[src/common/chart_defines.svh]
`ifndef CHART_DEFINES_SVH
`define CHART_DEFINES_SVH

// Chart capacity and step timing in prog_clk cycles
`define CHART_LEN      64
`define STEP_CYCLES    16
`define SCAN_CYCLES    8
`define COUNT_STEPS    3

`define SCORE_W        14
`define PTS_PERFECT    10
`define PTS_GREAT      8
`define PTS_GOOD       5

// Half periods, middle octave
`define HP_MID_C       40
`define HP_MID_D       36
`define HP_MID_E       32
`define HP_MID_F       30
`define HP_MID_G       27
`define HP_MID_A       24
`define HP_MID_B       21

// Low octave is one octave down
`define HP_LOW_C       (`HP_MID_C * 2)
`define HP_LOW_D       (`HP_MID_D * 2)
`define HP_LOW_E       (`HP_MID_E * 2)
`define HP_LOW_F       (`HP_MID_F * 2)
`define HP_LOW_G       (`HP_MID_G * 2)
`define HP_LOW_A       (`HP_MID_A * 2)
`define HP_LOW_B       (`HP_MID_B * 2)

`define HP_HIGH_C      (`HP_MID_C / 2)
`define HP_HIGH_D      (`HP_MID_D / 2)
`define HP_HIGH_E      (`HP_MID_E / 2)
`define HP_HIGH_F      (`HP_MID_F / 2)
`define HP_HIGH_G      (`HP_MID_G / 2)
`define HP_HIGH_A      (`HP_MID_A / 2)
`define HP_HIGH_B      (`HP_MID_B / 2)

`endif

[src/common/chart_pkg.sv]
`default_nettype none

`include "chart_defines.svh"

package chart_pkg;

    // Top 2 bits octave (00 mid, 01 low, 10 high), low 7 bits one-hot C..B
    typedef logic [8:0] note_t;

    typedef logic [$clog2(`CHART_LEN)-1:0]   chart_addr_t;
    typedef logic [$clog2(`CHART_LEN+1)-1:0] chart_len_t;
    typedef logic [`SCORE_W-1:0]             score_t;
    typedef logic [7:0]                      led_t;
    typedef logic [15:0]                     half_period_t;

    typedef struct packed {
        logic        valid;
        chart_addr_t addr;
        note_t       note;
    } chart_wr_t;

    // prev1 is the most recent scan
    typedef struct packed {
        note_t prev1;
        note_t prev2;
        note_t prev3;
    } note_history_t;

    typedef enum logic [1:0] {
        IDLE,
        COUNT,
        PLAY,
        DONE
    } play_state_e;

endpackage

`default_nettype wire

[src/chart/chart_mem.sv]
`default_nettype none

`include "chart_defines.svh"

module chart_mem import chart_pkg::*; (
    input  logic        prog_clk,
    input  logic        rst,
    input  chart_wr_t   chart_wr,
    input  chart_addr_t rd_addr,
    output note_t       rd_note
);

    note_t mem [`CHART_LEN];

    always_ff @(posedge prog_clk) begin
        if (chart_wr.valid) begin
            mem[chart_wr.addr] <= chart_wr.note;
        end
    end

    // Read data lands one cycle after the address
    always_ff @(posedge prog_clk or posedge rst) begin
        if (rst) begin
            rd_note <= '0;
        end else begin
            rd_note <= mem[rd_addr];
        end
    end

endmodule

`default_nettype wire

[src/chart/chart_sequencer.sv]
`default_nettype none

`include "chart_defines.svh"

module chart_sequencer import chart_pkg::*; (
    input  logic        prog_clk,
    input  logic        rst,
    input  logic        start,
    input  chart_len_t  chart_len,
    input  note_t       rd_note,
    output chart_addr_t rd_addr,
    output note_t       cur_note,
    output logic        scan,
    output led_t        led,
    output logic        playing,
    output logic        done,
    output chart_addr_t note_index
);

    localparam int CYC_W = $clog2(`STEP_CYCLES);

    play_state_e      state;
    logic [CYC_W-1:0] cyc_cnt;
    chart_addr_t      step_cnt;
    logic             step_end;
    logic             last_count;
    logic             last_note;

    assign step_end   = (cyc_cnt == CYC_W'(`STEP_CYCLES - 1));
    assign last_count = (step_cnt == chart_addr_t'(`COUNT_STEPS - 1));
    assign last_note  = ({1'b0, step_cnt} == chart_len - 1'b1);

    always_ff @(posedge prog_clk or posedge rst) begin
        if (rst) begin
            state    <= IDLE;
            cyc_cnt  <= '0;
            step_cnt <= '0;
            rd_addr  <= '0;
            cur_note <= '0;
        end else begin
            cyc_cnt <= step_end ? '0 : cyc_cnt + 1'b1;
            case (state)
                IDLE, DONE: begin
                    cyc_cnt <= '0;
                    if (start) begin
                        state    <= COUNT;
                        step_cnt <= '0;
                        rd_addr  <= '0;
                    end
                end
                COUNT: begin
                    if (step_end && last_count) begin
                        step_cnt <= '0;
                        if (chart_len == '0) begin
                            state <= DONE;
                        end else begin
                            // First note was fetched during the countdown
                            state    <= PLAY;
                            cur_note <= rd_note;
                            rd_addr  <= rd_addr + 1'b1;
                        end
                    end else if (step_end) begin
                        step_cnt <= step_cnt + 1'b1;
                    end
                end
                PLAY: begin
                    if (step_end && last_note) begin
                        state    <= DONE;
                        cur_note <= '0;
                    end else if (step_end) begin
                        step_cnt <= step_cnt + 1'b1;
                        cur_note <= rd_note;
                        rd_addr  <= rd_addr + 1'b1;
                    end
                end
                default: state <= IDLE;
            endcase
        end
    end

    // Two scans per step
    assign scan = (state == PLAY) &&
                  (cyc_cnt == '0 || cyc_cnt == CYC_W'(`SCAN_CYCLES));

    assign playing    = (state == PLAY);
    assign done       = (state == DONE);
    assign note_index = playing ? step_cnt : '0;

    // C lights led[7], octave shift lights led[0]
    always_comb begin
        led[0] = (cur_note[8:7] == 2'b01) || (cur_note[8:7] == 2'b10);
        for (int i = 0; i < 7; i++) begin
            led[7-i] = cur_note[i];
        end
    end

endmodule

`default_nettype wire

[src/hdl/chart_player_top.sv]
`default_nettype none

module chart_player_top import chart_pkg::*; (
    input  logic        prog_clk,
    input  logic        rst,
    input  logic        start,
    input  chart_len_t  chart_len,
    input  chart_wr_t   chart_wr,
    input  note_t       user_in,
    output note_t       cur_note,
    output led_t        led,
    output logic        sig,
    output score_t      score,
    output logic        playing,
    output logic        done,
    output chart_addr_t note_index
);

    chart_addr_t   rd_addr;
    note_t         rd_note;
    logic          scan;
    note_history_t note_history;

    chart_mem u_chart_mem (
        .prog_clk (prog_clk),
        .rst      (rst),
        .chart_wr (chart_wr),
        .rd_addr  (rd_addr),
        .rd_note  (rd_note)
    );

    chart_sequencer u_chart_sequencer (
        .prog_clk   (prog_clk),
        .rst        (rst),
        .start      (start),
        .chart_len  (chart_len),
        .rd_note    (rd_note),
        .rd_addr    (rd_addr),
        .cur_note   (cur_note),
        .scan       (scan),
        .led        (led),
        .playing    (playing),
        .done       (done),
        .note_index (note_index)
    );

    // A new run starts with an empty history and a zero score
    input_history u_input_history (
        .prog_clk     (prog_clk),
        .rst          (rst),
        .clear        (start),
        .scan         (scan),
        .user_in      (user_in),
        .note_history (note_history)
    );

    score_judge u_score_judge (
        .prog_clk     (prog_clk),
        .rst          (rst),
        .clear        (start),
        .scan         (scan),
        .cur_note     (cur_note),
        .user_in      (user_in),
        .note_history (note_history),
        .score        (score)
    );

    tone_gen u_tone_gen (
        .prog_clk (prog_clk),
        .rst      (rst),
        .note     (cur_note),
        .sig      (sig)
    );

endmodule

`default_nettype wire

[src/hdl/tone_gen.sv]
`default_nettype none

`include "chart_defines.svh"

module tone_gen import chart_pkg::*; (
    input  logic  prog_clk,
    input  logic  rst,
    input  note_t note,
    output logic  sig
);

    half_period_t half_period;
    half_period_t cnt;
    note_t        note_q;

    always_comb begin
        case (note)
            9'b01_0000001: half_period = half_period_t'(`HP_LOW_C);
            9'b01_0000010: half_period = half_period_t'(`HP_LOW_D);
            9'b01_0000100: half_period = half_period_t'(`HP_LOW_E);
            9'b01_0001000: half_period = half_period_t'(`HP_LOW_F);
            9'b01_0010000: half_period = half_period_t'(`HP_LOW_G);
            9'b01_0100000: half_period = half_period_t'(`HP_LOW_A);
            9'b01_1000000: half_period = half_period_t'(`HP_LOW_B);
            9'b00_0000001: half_period = half_period_t'(`HP_MID_C);
            9'b00_0000010: half_period = half_period_t'(`HP_MID_D);
            9'b00_0000100: half_period = half_period_t'(`HP_MID_E);
            9'b00_0001000: half_period = half_period_t'(`HP_MID_F);
            9'b00_0010000: half_period = half_period_t'(`HP_MID_G);
            9'b00_0100000: half_period = half_period_t'(`HP_MID_A);
            9'b00_1000000: half_period = half_period_t'(`HP_MID_B);
            9'b10_0000001: half_period = half_period_t'(`HP_HIGH_C);
            9'b10_0000010: half_period = half_period_t'(`HP_HIGH_D);
            9'b10_0000100: half_period = half_period_t'(`HP_HIGH_E);
            9'b10_0001000: half_period = half_period_t'(`HP_HIGH_F);
            9'b10_0010000: half_period = half_period_t'(`HP_HIGH_G);
            9'b10_0100000: half_period = half_period_t'(`HP_HIGH_A);
            9'b10_1000000: half_period = half_period_t'(`HP_HIGH_B);
            default:       half_period = '0;
        endcase
    end

    always_ff @(posedge prog_clk or posedge rst) begin
        if (rst) begin
            cnt    <= '0;
            note_q <= '0;
            sig    <= 1'b0;
        end else if (note != note_q || half_period == '0) begin
            // New note or rest, restart the wave low
            cnt    <= '0;
            note_q <= note;
            sig    <= 1'b0;
        end else if (cnt == half_period - 1'b1) begin
            cnt <= '0;
            sig <= ~sig;
        end else begin
            cnt <= cnt + 1'b1;
        end
    end

endmodule

`default_nettype wire

[src/score/input_history.sv]
`default_nettype none

module input_history import chart_pkg::*; (
    input  logic          prog_clk,
    input  logic          rst,
    input  logic          clear,
    input  logic          scan,
    input  note_t         user_in,
    output note_history_t note_history
);

    note_t prev1;
    note_t prev2;
    note_t prev3;

    always_ff @(posedge prog_clk or posedge rst) begin
        if (rst) begin
            prev1 <= '0;
            prev2 <= '0;
            prev3 <= '0;
        end else if (clear) begin
            prev1 <= '0;
            prev2 <= '0;
            prev3 <= '0;
        end else if (scan) begin
            prev1 <= user_in;
            prev2 <= prev1;
            prev3 <= prev2;
        end
    end

    assign note_history.prev1 = prev1;
    assign note_history.prev2 = prev2;
    assign note_history.prev3 = prev3;

endmodule

`default_nettype wire

[src/score/score_judge.sv]
`default_nettype none

`include "chart_defines.svh"

module score_judge import chart_pkg::*; (
    input  logic          prog_clk,
    input  logic          rst,
    input  logic          clear,
    input  logic          scan,
    input  note_t         cur_note,
    input  note_t         user_in,
    input  note_history_t note_history,
    output score_t        score
);

    score_t            pts;
    logic [`SCORE_W:0] sum;

    // Fewer points the further back the matching input lies
    always_comb begin
        pts = '0;
        if (cur_note != '0) begin
            if (cur_note == user_in || cur_note == note_history.prev1) begin
                pts = score_t'(`PTS_PERFECT);
            end else if (cur_note == note_history.prev2) begin
                pts = score_t'(`PTS_GREAT);
            end else if (cur_note == note_history.prev3) begin
                pts = score_t'(`PTS_GOOD);
            end
        end
    end

    assign sum = {1'b0, score} + {1'b0, pts};

    always_ff @(posedge prog_clk or posedge rst) begin
        if (rst) begin
            score <= '0;
        end else if (clear) begin
            score <= '0;
        end else if (scan) begin
            // Saturate on carry out
            score <= sum[`SCORE_W] ? '1 : sum[`SCORE_W-1:0];
        end
    end

endmodule

`default_nettype wire

[config.mk]
export PLATFORM = sky130hd
export DESIGN_NAME = chart_player_top
export DESIGN_NICKNAME = d
export VERILOG_FILES = /design/src/common/chart_pkg.sv /design/src/chart/chart_mem.sv /design/src/chart/chart_sequencer.sv /design/src/hdl/chart_player_top.sv /design/src/hdl/tone_gen.sv /design/src/score/input_history.sv /design/src/score/score_judge.sv
export VERILOG_INCLUDE_DIRS = /design/src /design/src/common
export SDC_FILE = /design/constraint.sdc
export NUM_CORES = 1
export LEC_CHECK = 0
export ABC_CLOCK_PERIOD_IN_PS = 4900
export BUFFER_PORTS_ARGS = -buffer_cell sky130_fd_sc_hd__buf_2
export CAP_MARGIN = 20
export CORE_ASPECT_RATIO = 0.75
export CORE_UTILIZATION = 60
export DETAILED_ROUTE_END_ITERATION = 8
export GPL_ROUTABILITY_DRIVEN = 0
export GPL_TIMING_DRIVEN = 0
export PLACE_DENSITY = 0.77
export SETUP_SLACK_MARGIN = 0.4
export SLEW_MARGIN = 20
export SYNTH_ARGS = -nofsm -noshare
export SYNTH_HDL_FRONTEND = slang
export SYNTH_HIERARCHICAL = 1
export SYNTH_SLANG_ARGS = --single-unit
[constraint.sdc]
create_clock -name prog_clk -period 4.9 [get_ports prog_clk]
set_clock_uncertainty 0.15 [all_clocks]
set_input_delay 0.49 -clock prog_clk [delete_from_list [all_inputs] [get_ports prog_clk]]
set_output_delay 0.49 -clock prog_clk [all_outputs]
set_load 0.02 [all_outputs]
==> reports/results.txt <==
Seq cells post-synth - 679
CP arrival - 4.47 ns
post-route setup TNS - 0 ns
placed wire-length estimate after detailed placement - 44400 microns
top-level port count - 75
Avg Vias per Cell - 6.60
master cell of the clock root buffer - clkbuf_16
first-pass GRT wire length - 103000 microns
worst min-delay path category - input port to flip-flop
residual overflow from global routing - 0
Worst Path Max Fanout - 10
nature of the critical path endpoint - flip-flop
slowest stage delay, CP - 0.47 ns
Final Cycle Share - 84.3%
count of antenna-violating nets left after detailed routing - 0
area grow syn2layout - 10.7%
count of maximum capacitance violations - 0
power density over the cells - 343 nW/um^2
relative max-transition margin - 24.4%
effective utilization at floorplan - 61.0%
area inside the core boundary - 47500 sq um
Slowest cell on crit path - dfrtp_1
routed wirelength normalized by instance count - 27.5 microns
routed vias - 16800
final number of hold-violating endpoints - 0
CP cell instances - buf_6, nor4_2, nand2_1, a21oi_2, nor2_1, ha_1, clkbuf_1, and3_1, ha_1, xor2_1, nand3_1, a2111oi_2, o211ai_2, nand2_2, buf_6, nor2_2
total power of the final layout - 0.0110 W
status - finished, final reports clean
netlist area before placement - 29000 sq um
Buffers & Inverters on Critical Path - 3
Die W - 256 microns
FP Rows - 69
fraction of layout cells with a size suffix above 1 - 21.2%
Worst Path Required - 5.24 ns
Slew @ Worst Pin - 1.13 ns
share of flip-flops with an asynchronous set or reset after synthesis - 15.2%
initial antenna violation count - 1
Vert. Die Dim - 192 microns
area of the die - 49200 sq um
RSZ-0062 raised after global routing - no
achievable clock frequency - 242 MHz
Total Wirelength - 69900 microns
Post-synth top flop - edfxtp_1
number of design rule violations left after detail routing - 0
number of flops mapped to enable cells by yosys - 576
peak ir drop on the vdd network - 0.292 mV
CTS tree - built
post-synthesis sequential area ratio - 68.6%
average size of a mapped cell - 16.9 sq um
biggest regs - u_chart_mem/mem x576, u_tone_gen/cnt x16, u_score_judge/score x14
ant diodes - 0
number of nets at the end of the flow - 1906
gr usage total - 28.8%
count of warnings emitted by yosys - 6
startpoint type of the worst setup path - flip-flop
kind of cell adding the most delay to the critical path - simple AND/OR/NAND/NOR gates
Post-Syn Nets - 1769
register ranked first by flip-flop count - u_chart_mem/mem
number of optimization iterations in the first detailed-route pass - 9
Final setup violation count - 0
Clock transition at path regs - 0.07 ns
Min Clock Period, post-route - 4.13 ns
Clock Path Buffers - 3
max reg flops - 576
library cells used by synthesis - 94
clock sink count - 679
via count of the first global-routing pass - 16300
number of buffer cells added on primary ports - 69
leakage dissipation - 11.3 nW
total number of H-tree levels - 2
number of buffers created by CTS - 60
Pins Over Slew Limit - 0
DRC marker count from the first detailed-route iteration - 2303
classification of the worst setup path - flip-flop to flip-flop
gate count after technology mapping - 1716
largest net degree at the start of global routing - 65
clock latency on the worst-skew pair - 0.62 ns
-- synth_stat cells (all sizes together) (5+ instances only) --
library cell | count | area (sq um)
a22oi | 15 | 113
dfrtp | 103 | 2580
and2 | 9 | 56.3
a31oi | 16 | 100
nand3b | 8 | 60.1
ha | 17 | 213
nor2b | 17 | 106
buf | 71 | 551
edfxtp | 576 | 17300
xor2 | 50 | 438
nor2 | 162 | 633
nand3 | 49 | 263
a2111oi | 7 | 80.1
nand4 | 22 | 138
a21oi | 34 | 174
xnor2 | 34 | 298
nor3b | 6 | 50.1
inv | 23 | 86.3
and3b | 5 | 43.8
and3 | 8 | 50.1
mux4 | 138 | 3140
nor4b | 6 | 58.8
nand2 | 41 | 159
o21ai | 19 | 95.1
o211ai | 6 | 55.1
nand2b | 18 | 113
nor4 | 11 | 83.8
a211oi | 6 | 45.0
nor3 | 31 | 176
a311oi | 8 | 87.6
o22ai | 18 | 119
mux2i | 61 | 611
clkbuf | 42 | 159
o221ai | 6 | 52.6
a22o | 12 | 105
-- kinds of logic (layout without fill, tap and decap cells) --
family,count (synthesis),after routing,synth area share (%)
AO/OA/AOI/OAI,186,186,4.81
XOR/XNOR,84,84,2.54
adder cells (fa/ha/maj),18,18,0.803
buffers and inverters,136,323,2.75
flip-flops,679,679,68.6
multiplexers,202,202,13.1
AND/OR/NAND/NOR,411,411,7.41
-- cell type report --
cell class,instances,area (sq um)
tap,639,800
multi-input combinational,901,8320
clock inverter,41,294
sequential,679,19900
buffer,113,709
inverter,23,86.3
clock buffer,71,1560
timing repair buffer,75,433
fill,3094,15400
-- path summary, 6_finish.rpt --
| kind | start | endpoint | slack (ns) | cells past startpoint |
|---|---|---|---|---|
| setup / recovery | u_chart_sequencer/cur_note[2] | u_tone_gen/cnt[6] | 0.77 | 16 |
| hold / removal | user_in[4] | u_input_history/prev1[4] | 0.02 | 3 |
| setup reg to reg | u_chart_sequencer/cur_note[2] | u_tone_gen/cnt[6] | 0.77 | 16 |
| hold reg to reg | u_chart_mem/rd_note[7] | u_chart_sequencer/cur_note[7] | 0.31 | 1 |
| max in group asynchronous | rst | u_chart_sequencer/state[0] | 3.67 | 3 |
| min in group asynchronous | rst | u_chart_mem/rd_note[6] | 0.34 | 3 |
-- per-layer routing --
layer	wire length [microns]	vias up	global-route usage (%)	share of wire, %
li1	-	7038	-	-
met1	28500	8558	41.8	41
met2	31500	1003	43.6	45
met3	7530	176	6.88	11
met4	2360	2	9.60	3.4
met5	72	-	0.992	0.10
-- placed cells by master, fill, tap and decap left out, drive strengths merged, types with 4 or more instances in the layout --
cell type	netlist	layout
nor2	162	162
and2	9	9
buf	71	144
nor2b	17	17
nand3	49	49
nand2	41	41
o211ai	6	6
and3b	5	5
clkinv	0	37
mux4	138	138
nor4	11	11
a22o	12	12
o22ai	18	18
a22oi	15	15
o21ai	19	19
a221o	4	4
clkbuf	42	113
a211oi	6	6
a21o	4	4
a31oi	16	16
nand3b	8	8
and3	8	8
clkinvlp	0	4
xnor2	34	34
nand4	22	22
a2111oi	7	7
xor2	50	50
inv	23	21
and4	4	4
dfrtp	103	103
nor4b	6	6
nand2b	18	18
a21oi	34	34
edfxtp	576	576
nor3b	6	6
nor3	31	31
mux2i	61	61
a311oi	8	8
ha	17	17
o221ai	6	6
-- per-stage QoR --
step | setup slack, ns | area, sq um | hold slack [ns] | std cells | utilization (%)
finish | 0.768 | 32100 | 0.0163 | 2542 | 67.6
floorplan | 1.18 | 29000 | 0.168 | 1716 | -
global placement | 0.729 | 30100 | 0.298 | 2424 | 63.4
detailed placement | 0.620 | 30200 | 0.301 | 2427 | 63.5
CTS | 0.597 | 32000 | 0.00133 | 2541 | 67.5
global route | 0.502 | 32100 | 0.00550 | 2542 | 67.6
-- what timing repair did --
item	in CTS	in global routing
hold buffers	2	0
endpoints found under the hold margin	24	0
gates resized for setup	0	2
setup endpoints to repair	0	16
setup buffers	0	0
-- power by group --
group          internal [W]  switching (W)  leakage, nW
sequential          0.00631     0.00000848         6.58
combinational     0.0000490       0.000172         3.80
clock               0.00239        0.00208        0.903
-- tightest hold or removal path, cell delays in order --
cell and delay (ns):
buf_2 0.10, mux2i_1 0.07, nor2_1 0.07
(Power assumes the default switching activity.)
